### config.mk
export PLATFORM = sky130hd
export DESIGN_NAME = cpuCore
export DESIGN_NICKNAME = d
export VERILOG_FILES = /design/src/logic/cpuPkg.sv /design/src/logic/programCounter.sv /design/src/logic/controlFsm.sv /design/src/logic/instrDecoder.sv /design/src/logic/registerFile.sv /design/src/logic/alu.sv /design/src/logic/cpuCore.sv
export SDC_FILE = /design/constraint.sdc
export NUM_CORES = 1
export LEC_CHECK = 0
export BUFFER_PORTS_ARGS = -buffer_cell sky130_fd_sc_hd__buf_2
export CORE_MARGIN = 3
export CORE_UTILIZATION = 39
export CTS_CLUSTER_SIZE = 12
export DETAILED_ROUTE_END_ITERATION = 7
export PLACE_DENSITY = 0.67
export SKIP_CTS_REPAIR_TIMING = 1
export SLEW_MARGIN = 0
export SYNTH_ARGS = -nofsm -noshare
export SYNTH_HDL_FRONTEND = slang
export SYNTH_HIERARCHICAL = 1
export SYNTH_SLANG_ARGS = --single-unit
### constraint.sdc
create_clock -name clk -period 8.2 [get_ports clk]
set_input_delay 1.64 -clock clk [delete_from_list [all_inputs] [get_ports clk]]
set_output_delay 1.64 -clock clk [all_outputs]
set_load 0.005 [all_outputs]
### src/logic/cpuPkg.sv
`default_nettype none

package cpuPkg;

	localparam int memAddrW = 8;

	typedef logic [15:0] wordT;
	typedef logic [3:0] regIdxT;

	typedef enum logic [3:0] {
		NOP  = 4'h0,
		ADD  = 4'h1,
		SUB  = 4'h2,
		AND  = 4'h3,
		OR   = 4'h4,
		XOR  = 4'h5,
		MOV  = 4'h6,
		LDI  = 4'h7,
		LD   = 4'h8,
		ST   = 4'h9,
		JMP  = 4'hA,
		JZ   = 4'hB,
		JC   = 4'hC,
		JR   = 4'hD,
		SHL  = 4'hE,
		HALT = 4'hF
	} opcodeT;

	typedef enum logic [2:0] {IDLE, FETCH, EXEC, WBACK, HALTED} cpuStateT;

	typedef enum logic [1:0] {PC_INCR, PC_IMM, PC_REG} pcSelT;

	typedef enum logic [1:0] {WB_ALU, WB_IMM, WB_MEM} wbSelT;

	typedef struct packed {
		opcodeT aluOp;
		regIdxT rd;
		regIdxT rs;
		logic regWe;
		logic flagWe;
		wbSelT wbSel;
		logic memWe;
		pcSelT pcSel;
		wordT imm;
		logic halt;
	} ctrlT;

	typedef struct packed {
		logic irLoad;
		logic execEn;
		logic pcEn;
		logic halted;
	} phaseT;

endpackage

`default_nettype wire

### src/logic/programCounter.sv
`timescale 1ns/1ps
`default_nettype none

module programCounter import cpuPkg::*; (
	input wire logic clk,
	input wire logic rst,
	input wire logic en,
	input pcSelT sel,
	input wordT target,
	input wordT regValue,
	output wordT pc
);

	always_ff @(posedge clk, posedge rst) begin
		if (rst) begin
			pc <= '0;
		end else if (en) begin
			case (sel)
				// Absolute jump from the instruction
				PC_IMM: begin
					pc <= target;
				end
				PC_REG: begin
					pc <= regValue;
				end
				default: begin
					pc <= pc + 16'd1;
				end
			endcase
		end
	end

endmodule

`default_nettype wire

### src/logic/controlFsm.sv
`timescale 1ns/1ps
`default_nettype none

module controlFsm import cpuPkg::*; (
	input wire logic clk,
	input wire logic rst,
	input wire logic start,
	input ctrlT ctrl,
	output phaseT phase,
	output cpuStateT state
);

	cpuStateT nextState;

	always_ff @(posedge clk, posedge rst) begin
		if (rst) begin
			state <= IDLE;
		end else begin
			state <= nextState;
		end
	end

	always_comb begin
		nextState = state;
		case (state)
			IDLE: begin
				if (start) begin
					nextState = FETCH;
				end
			end
			FETCH: nextState = EXEC;
			EXEC: begin
				if (ctrl.halt) begin
					nextState = HALTED;
				end else if (ctrl.memWe) begin
					// Store needs the extra cycle
					nextState = WBACK;
				end else begin
					nextState = FETCH;
				end
			end
			WBACK: nextState = FETCH;
			HALTED: nextState = HALTED;
			default: nextState = IDLE;
		endcase
	end

	always_comb begin
		phase = '0;
		phase.irLoad = (state == FETCH);
		phase.execEn = (state == EXEC);
		phase.pcEn = ((state == EXEC) && !ctrl.memWe) || (state == WBACK);
		phase.halted = (state == HALTED);
	end

endmodule

`default_nettype wire

### src/logic/instrDecoder.sv
`timescale 1ns/1ps
`default_nettype none

module instrDecoder import cpuPkg::*; (
	input wordT instr,
	input wire logic cFlag,
	input wire logic zFlag,
	output ctrlT ctrl
);

	opcodeT opcode;

	assign opcode = opcodeT'(instr[15:12]);

	always_comb begin
		ctrl = '0;
		ctrl.aluOp = opcode;
		ctrl.rd = instr[11:8];
		ctrl.rs = instr[7:4];
		ctrl.imm = {8'h00, instr[7:0]};
		ctrl.wbSel = WB_ALU;
		ctrl.pcSel = PC_INCR;

		case (opcode)
			ADD, SUB, AND, OR, XOR, SHL: begin
				ctrl.regWe = 1'b1;
				ctrl.flagWe = 1'b1;
			end
			MOV: ctrl.regWe = 1'b1;
			LDI: begin
				ctrl.regWe = 1'b1;
				ctrl.wbSel = WB_IMM;
			end
			LD: begin
				ctrl.regWe = 1'b1;
				ctrl.wbSel = WB_MEM;
			end
			ST: ctrl.memWe = 1'b1;
			JMP: ctrl.pcSel = PC_IMM;
			// Conditional jumps fall through when the flag is clear
			JZ: ctrl.pcSel = zFlag ? PC_IMM : PC_INCR;
			JC: ctrl.pcSel = cFlag ? PC_IMM : PC_INCR;
			JR: ctrl.pcSel = PC_REG;
			HALT: ctrl.halt = 1'b1;
			default: ;
		endcase
	end

endmodule

`default_nettype wire

### src/logic/registerFile.sv
`timescale 1ns/1ps
`default_nettype none

module registerFile import cpuPkg::*; (
	input wire logic clk,
	input wire logic rst,
	input wire logic we,
	input regIdxT rd,
	input regIdxT rs,
	input wordT wData,
	output wordT rdData,
	output wordT rsData
);

	wordT regs [16];

	always_ff @(posedge clk, posedge rst) begin
		if (rst) begin
			for (int i = 0; i < 16; i++) begin
				regs[i] <= '0;
			end
		end else if (we) begin
			regs[rd] <= wData;
		end
	end

	// Reads see the old value until the edge
	assign rdData = regs[rd];
	assign rsData = regs[rs];

endmodule

`default_nettype wire

### src/logic/alu.sv
`timescale 1ns/1ps
`default_nettype none

module alu import cpuPkg::*; (
	input wire logic clk,
	input wire logic rst,
	input wire logic flagWe,
	input opcodeT op,
	input wordT a,
	input wordT b,
	output wordT result,
	output logic cFlag,
	output logic zFlag
);

	// Bit 16 carries the carry, borrow or shifted-out bit
	logic [16:0] wide;

	always_comb begin
		case (op)
			ADD: wide = {1'b0, a} + {1'b0, b};
			SUB: wide = {1'b0, a} - {1'b0, b};
			AND: wide = {1'b0, a & b};
			OR: wide = {1'b0, a | b};
			XOR: wide = {1'b0, a ^ b};
			MOV: wide = {1'b0, b};
			SHL: wide = {a, 1'b0};
			default: wide = '0;
		endcase
	end

	assign result = wide[15:0];

	always_ff @(posedge clk, posedge rst) begin
		if (rst) begin
			cFlag <= 1'b0;
			zFlag <= 1'b0;
		end else if (flagWe) begin
			cFlag <= wide[16];
			zFlag <= (wide[15:0] == 16'd0);
		end
	end

endmodule

`default_nettype wire

### src/logic/cpuCore.sv
`timescale 1ns/1ps
`default_nettype none

module cpuCore import cpuPkg::*; (
	input wire logic clk,
	input wire logic rst,
	input wire logic start,
	input wordT memRData,
	output wordT memAddr,
	output wordT memWData,
	output logic memWe,
	output logic halted,
	output logic idle
);

	wordT ir;
	wordT pc;
	wordT rdData;
	wordT rsData;
	wordT aluResult;
	wordT wbData;
	ctrlT ctrl;
	phaseT phase;
	cpuStateT state;
	logic cFlag;
	logic zFlag;

	always_ff @(posedge clk, posedge rst) begin
		if (rst) begin
			ir <= '0;
		end else if (phase.irLoad) begin
			ir <= memRData;
		end
	end

	controlFsm fsm (
		.clk(clk), .rst(rst), .start(start), .ctrl(ctrl), .phase(phase), .state(state)
	);

	programCounter pcReg (
		.clk(clk), .rst(rst), .en(phase.pcEn), .sel(ctrl.pcSel),
		.target(ctrl.imm), .regValue(rsData), .pc(pc)
	);

	instrDecoder decoder (.instr(ir), .cFlag(cFlag), .zFlag(zFlag), .ctrl(ctrl));

	registerFile regFile (
		.clk(clk), .rst(rst), .we(ctrl.regWe & phase.execEn), .rd(ctrl.rd), .rs(ctrl.rs),
		.wData(wbData), .rdData(rdData), .rsData(rsData)
	);

	alu aluUnit (
		.clk(clk), .rst(rst), .flagWe(ctrl.flagWe & phase.execEn), .op(ctrl.aluOp),
		.a(rdData), .b(rsData), .result(aluResult), .cFlag(cFlag), .zFlag(zFlag)
	);

	always_comb begin
		case (ctrl.wbSel)
			WB_IMM: wbData = ctrl.imm;
			WB_MEM: wbData = memRData;
			default: wbData = aluResult;
		endcase
	end

	// LD addresses through rs, ST through rd
	assign memAddr = phase.irLoad ? pc : ((ctrl.wbSel == WB_MEM) ? rsData : rdData);
	assign memWData = rsData;
	assign memWe = ctrl.memWe & phase.execEn;
	assign halted = phase.halted;
	assign idle = (state == IDLE);

endmodule

`default_nettype wire

* Word level (Yosys, flattened, before mapping)
Index checks and enable logic that the tools add are counted.
** Word-level totals
- Bits in registers :: 293
- Bits of input ports :: 19
- Output and inout bits :: 35
- Word-level logic and storage cells :: 93
** Operators by class
- $add $sub $neg :: 3
- $lt $le $gt $ge :: 3
- Equality and inequality tests :: 24
- Muxes and demuxes :: 26
- Bitwise operators :: 8
- Reduce and logical (&&, ||, !) cells :: 8
** Operator list (count)
- $bwmux W256 :: 1
- $bmux W16 S4 :: 2
- $pmux W17 S7 :: 1
- $mux W16 :: 7
- $demux W16 S4 :: 1
- $pmux W16 S2 :: 2
- $eq A4 B4 Y1 const B :: 8
- $add A16 B16 Y17 :: 1
- $sub A16 B16 Y17 :: 1
- $add A16 B1 Y16 const B :: 1
- $and A16 B16 Y16 :: 1
- $eq A4 B3 Y1 const B :: 4
- $logic_not A16 Y1 :: 1
- $or A16 B16 Y16 :: 1
- $xor A16 B16 Y16 :: 1
- $pmux W3 S5 :: 1
- $ge A5 B5 Y1 const B :: 2
- $not A4 Y5 :: 2
- $reduce_or A9 Y1 :: 1
- $eq A4 B2 Y1 const B :: 2
- $pmux W2 S4 :: 1
- $eq A3 B2 Y1 const B :: 2
- $mux W1 :: 6
- $mux W3 :: 2
- other kinds (15) :: 20

* Longest topological paths before layout
- Word-level depth :: 8
- Mapped depth :: 26
- Gate-level depth less buffers :: 20

* Cells and area by module
The synthesis kept the hierarchy.
** By module, submodules not included
- registerFile :: times used 1, cells each 849, area an instance 13345.3 um^2, seq. area each 6406.1 um^2
- alu :: times used 1, cells each 389, area an instance 2745.1 um^2, seq. area each 50.0 um^2
- cpuCore :: times used 1, cells each 152, area an instance 1323.8 um^2, seq. area each 400.4 um^2
- programCounter :: times used 1, cells each 133, area an instance 1152.4 um^2, seq. area each 400.4 um^2
- instrDecoder :: times used 1, cells each 52, area an instance 369.1 um^2, seq. area each 0.0 um^2
- controlFsm :: times used 1, cells each 21, area an instance 163.9 um^2, seq. area each 75.1 um^2

* Worst setup path before layout
OpenSTA, ideal clock, no wires.
- Path type :: reg2reg
- Start :: register ir[4]
- End :: register aluUnit.zFlag
- Setup time :: 103 ps
- Arrival :: 5002 ps
- Required time :: 8097 ps
- Slack :: 3095 ps
- Stages on the path, launching flop included :: 21
- Buffers on the path :: 3
- Clock period less this slack :: 5105 ps
- Cell sequence :: dfrtp_1 > buf_4 > buf_2 > buf_2 > mux4_2 > a22oi_1 > nand2_1 > inv_1 > nand3_1 > or3_1 > nor2_1 > a21oi_1 > xnor2_1 > ha_1 > nor2b_1 > a21o_1 > a222oi_1 > o211ai_1 > or4_1 > or4_1 > o41ai_2
** On the way
- Word-level cells in the longest chain between the ends :: 7
- Elaborated cells on any way between the ends :: 11
- Those cells by class :: add/sub (2); mux (4); bitwise (4); reduce/logical (1)
** RTL lines
- start: declaration :: RTL line cpuCore.sv:16 : wordT ir;
- start signal: assignment :: RTL line cpuCore.sv:32 : ir <= memRData;
- $not A4 Y5 (not written as such) * :: RTL line registerFile.sv:29 : assign rsData = regs[rs];
- $bmux W16 S4 * :: RTL line registerFile.sv:29
- $mux W16 (not written as such) * (2 in a row) :: RTL line registerFile.sv:29
- via memWData[2] :: RTL line cpuCore.sv:10 : output wordT memWData,
- $sub A16 B16 Y17 or $add A16 B16 Y17 (tied branches) :: RTL line alu.sv:22, alu.sv:21
- $pmux W17 S7 * :: RTL line alu.sv:20 : case (op)
- via aluUnit.wide[7] :: RTL line alu.sv:17 : logic [16:0] wide;
- $logic_not A16 Y1 * :: RTL line alu.sv:40 : zFlag <= (wide[15:0] == 16'd0);
- end signal: assignment :: RTL line alu.sv:40
- end: declaration :: RTL line alu.sv:13 : output logic zFlag
Mark *: on every way through the listed nets, which the timed path passes. The rest lies on a longest branch. The select of a mux whose other input is x is not followed.
A chain may end at the register's enable or synchronous reset.

* Worst setup path in the final report
- Start :: register ir[4]
- End :: register regFile/regs[143] (netlist bit)
** On the way
- Word-level cells in the longest chain between the ends :: 8
- Elaborated cells on any way between the ends :: 12
- Those cells by class :: add/sub (2); mux (6); bitwise (4)
** RTL lines
- $not A4 Y5 (not written as such) * :: RTL line registerFile.sv:29
- $bmux W16 S4 * :: RTL line registerFile.sv:29
- $mux W16 (not written as such) * (2 in a row) :: RTL line registerFile.sv:29
- $sub A16 B16 Y17, or another cell as far along :: RTL line alu.sv:22 : SUB: wide = {1'b0, a} - {1'b0, b};
- $pmux W17 S7 * :: RTL line alu.sv:20
- via aluResult[15] :: RTL line cpuCore.sv:20 : wordT aluResult;
- $pmux W16 S2 * :: RTL line cpuCore.sv:58 : case (ctrl.wbSel)
- via wbData[15] :: RTL line cpuCore.sv:21 : wordT wbData;
- $bwmux W256 * :: RTL line registerFile.sv:23 : regs[rd] <= wData;
- end signal: indexed assignment :: RTL line registerFile.sv:23
- end: declaration :: RTL line registerFile.sv:15 : wordT regs [16];
Marked as above.

==> results <==
- The post-detailed-routing wire length is 56,100 um.
- The global-route usage over all layers is a little over a fifth.
- The utilization of the core after routing is between 40% and 50%.
- The core outline area is just under 50,000 sq um.
- The buffers plus inverters on the worst setup path is 1.
- The synthesized design contains 293 register bits.
- After detailed routing, the number of remaining DRC violations is 0.
- The TritonCTS clock tree is done.
- The cell count after synthesis is 1,596.
- The share of synthesized area spent on multiplexers is 32.8%.
- The commonest non-fill, non-tap cell in the layout is sky130_fd_sc_hd__dfrtp_1.
- The starting density of the core is 39.8%.
- The maximum frequency from static timing analysis is 158 MHz.
- The share of synthesized flip-flops with an asynchronous set or reset is 100%.
- The part of the Yosys area used for sequential elements is about two fifths.
- Of all nets on the critical path, the largest fanout is 38.
- The first detailed-routing pass ran for 5 iterations.
- STA classifies the critical path endpoint as a flip-flop.
- For this run, the number of standard cells in the final layout without fillers is between 2,000 and 2,500.
- By area the synthesized netlist is led by sky130_fd_sc_hd__dfrtp_1 38%, sky130_fd_sc_hd__mux2_2 16%, sky130_fd_sc_hd__mux4_2 15%.
- The synthesized area is between 15,000 and 20,000 sq um.
- The maximum buffer depth of the clock tree is 3.
- The clock transition at the register clock pins on the worst setup and hold paths after CTS is 0.06 ns.
- By area, the combinational part of the netlist is dominated by multiplexers.
- Once detailed placement completed, the half-perimeter wirelength came to ~36,000 um.
- In the layout the commonest cells are 289 x sky130_fd_sc_hd__dfrtp_1, 275 x sky130_fd_sc_hd__mux2_2, 128 x sky130_fd_sc_hd__mux4_2.
- Measured against its own limit, the worst slew margin works out to 15.0%.
- The number of maximum-capacitance violations is 0.
- The worst setup path is of the reg2reg kind.
- The final-report hold violation count is 0.
- The worst hold path passes through 2 cells.
- The number of pins with negative max-slew slack in the final report is 0.
- Once detail routing completed, the nets flagged for antenna violations numbered 0.
- The sort of element at the start of the critical path is a flip-flop.
- The final-stage net count is 1,652.
- The global placer's final weighted congestion is 0.893.
- The area growth from synthesis to layout is 8.91%.
- At the pin with the least slew margin, the transition time is around 1.3 ns.
- Measured along the x axis, the die boundary spans roughly 230 um.
- The number of antenna violations at the first check in global routing is 0.
- Clock tree synthesis found a total of slightly below 300 sinks.
- The first global-routing pass estimated roughly 85,000 um of wire.
- For this run, the leading register cell type out of synthesis is sky130_fd_sc_hd__dfrtp_1.
- In this run the clock root is driven by a sky130_fd_sc_hd__clkbuf_16.
- The number of enable flip-flop cells after synthesis is 0.
- The total negative slack for setup checks is 0 ns.
- Dividing the detail-routed wire length by the instance count gives around 25 um.
- The per-cell via count in the routed design is around 6.3.
- The pin count of the biggest net entering global routing is between 150 and 200.
- The kind of cell adding the most delay to the critical path is compound AO/OA/AOI/OAI gates.
- The repair_antennas step left the layout with diodes totalling 0.
- The post-synthesis cell type count is 74.
- The area share of xor/xnor cells in the synthesized design is 0.963%.
- The number of placed cells counting well taps is 2,156.
- The slowest stage of the critical path is the sky130_fd_sc_hd__dfrtp_4 cell.
- Of the total synthesized cell area, the portion taken by AND, OR, NAND and NOR gates is between 7 and 8%.
- In the finished design, the share of the clock period the worst path needs comes to around 77%.
- Setup repair after global routing left no endpoint under its margin.
- The worst clock skew on the final layout is ~0.029 ns.
- The height of the die is 227 um.
- The number of global-route vias before repair is between 10,000 and 15,000.
- The leftover overflow at the end of global routing is 0.
- The leading area contributor after synthesis is sky130_fd_sc_hd__dfrtp_1.
- The logic depth of the worst register-to-register path is 17.
- The final-report setup violation count is 0.
- In this run the number of H-tree levels came out at 2.
- The tightest min-delay check is of the reg2reg type.
- Data on the critical path is required at its endpoint by 8.66 ns.
- After synthesis, the largest area contributor takes up 38.4% of total cell area.
- The signal on the critical path passes through buf_4 -> mux4_2 -> a22oi_1 -> nand2_1 -> nor4_1 -> a41oi_1 -> xnor2_1 -> ha_1 -> a21oi_1 -> o311ai_0 -> o22ai_1 -> o41ai_1 -> xnor2_1 -> o21ai_0 -> nand2_1 -> o21ai_1 -> mux2_2.
- The fraction of layout cells with a size suffix above 1 is roughly 37%.
- In this run the mean area of a mapped cell was 12.0 sq um.
- Across all layers, the routed design uses 13,900 vias.
- The worst path in the final design needs a cycle of approximately 6.3 ns, including I/O delays and setup.
- The die covers 51,700 sq um.
- The adder and majority gate portion of the synthesized area is about 3.7%.
- At the worst endpoint, the arrival time is between 6 and 7 ns.
- The flow ran to the end, and the final reports show no timing, DRC or antenna violations.
- The number of ports placed on the die boundary is 54.
- At the placement stage, the worst setup path has a slack of 1.98 ns.
- The total of warnings raised by yosys is 6.
- Summing the areas of all compound-gate instances in the mapped netlist gives a little over a tenth of the synthesized area.
- In the post-route analysis, the smallest setup slack over all paths is 1.89 ns.
- The number of I/O port buffers is 53.
- For this block, the initial DRC count from the detailed router was roughly 1,200.
- The floorplan has 80 rows.
- The number of clock buffers added by TritonCTS is 34.
- On the worst path, the slowest cell contributes a delay of roughly 0.81 ns.
- The logic depth of the worst path, buffers included is 17.
- Clock latency on the worst-skew pair, taken at its later pin, is between 0.5 and 0.6 ns.
==> cell usage after synthesis (15+ instances only) <==
cell type                    n
sky130_fd_sc_hd__ha_1       55
sky130_fd_sc_hd__buf_4      58
sky130_fd_sc_hd__nand3_1    23
sky130_fd_sc_hd__mux2_2    275
sky130_fd_sc_hd__dfrtp_1   293
sky130_fd_sc_hd__o21ai_1    20
sky130_fd_sc_hd__clkbuf_1   53
sky130_fd_sc_hd__o21ai_0    46
sky130_fd_sc_hd__inv_1      56
sky130_fd_sc_hd__buf_2      43
sky130_fd_sc_hd__a21oi_1    47
sky130_fd_sc_hd__mux2i_1    27
sky130_fd_sc_hd__a22oi_1    91
sky130_fd_sc_hd__nor2_1     36
sky130_fd_sc_hd__nand2b_1   15
sky130_fd_sc_hd__xnor2_1    16
sky130_fd_sc_hd__nand2_1   106
sky130_fd_sc_hd__nor2b_1    16
sky130_fd_sc_hd__mux4_2    128
==> worst min-delay path, cell delays in order, from the launching register on <==
cell and delay [ns]:
sky130_fd_sc_hd__dfrtp_1 0.35, sky130_fd_sc_hd__nand2b_1 0.08, sky130_fd_sc_hd__o41ai_2 0.05
==> final timing paths <==
check                      slack, ns           from           endpoint
setup / recovery                1.89          ir[4]  regFile/regs[143]
setup reg to reg                1.89          ir[4]  regFile/regs[143]
min in group asynchronous       1.03            rst      aluUnit/cFlag
hold reg to reg                 0.51  aluUnit/zFlag      aluUnit/zFlag
max in group asynchronous       5.48            rst   regFile/regs[36]
hold / removal                  0.51  aluUnit/zFlag      aluUnit/zFlag
==> cell families after synthesis <==
group,after synthesis
mux,431
compound gates,298
flops,293
simple gates,269
buf+inv,227
fa+ha+maj,56
xor+xnor,21
other cells,1
==> layer usage <==
metal / track usage, % / wire (um) / vias up / part of all wire (%)
met2: 35.8 / 26800 / 567 / 48
met1: 29.0 / 23400 / 7239 / 42
met3: 4.29 / 4430 / 122 / 7.9
li1: - / - / 5961 / -
met4: 7.04 / 1500 / 0 / 2.7
met5: 0 / 0 / - / 0
==> stage by stage <==
| stage | hold slack [ns] | cell area (sq um) |
|---|---|---|
| global placement | 0.501 | 19700 |
| detailed placement | 0.497 | 19700 |
| finish | 0.514 | 20800 |
| floorplan | 0.457 | 19100 |
| global route | 0.533 | 20800 |
| CTS | 0.517 | 20800 |
==> layout make-up <==
type                    instances  area, sq um
multi-input cells            1083        10600
flip-flops and latches        293         7340
clock inverters                11          153
repair buffers                108          703
clock buffers                  49          978
fillers                      4350        27200
well taps                     615          769
inverters                      57          218
==> registers in the layout (all words and copies together) (netlist names) <==
signal / count
fsm/state: 3
pcReg/pc: 16
aluUnit/zFlag: 1
regFile/regs: 256
ir: 16
aluUnit/cFlag: 1
Power is not shown: default switching activity piles up to over one toggle a cycle in this logic, so the estimate is an artifact.
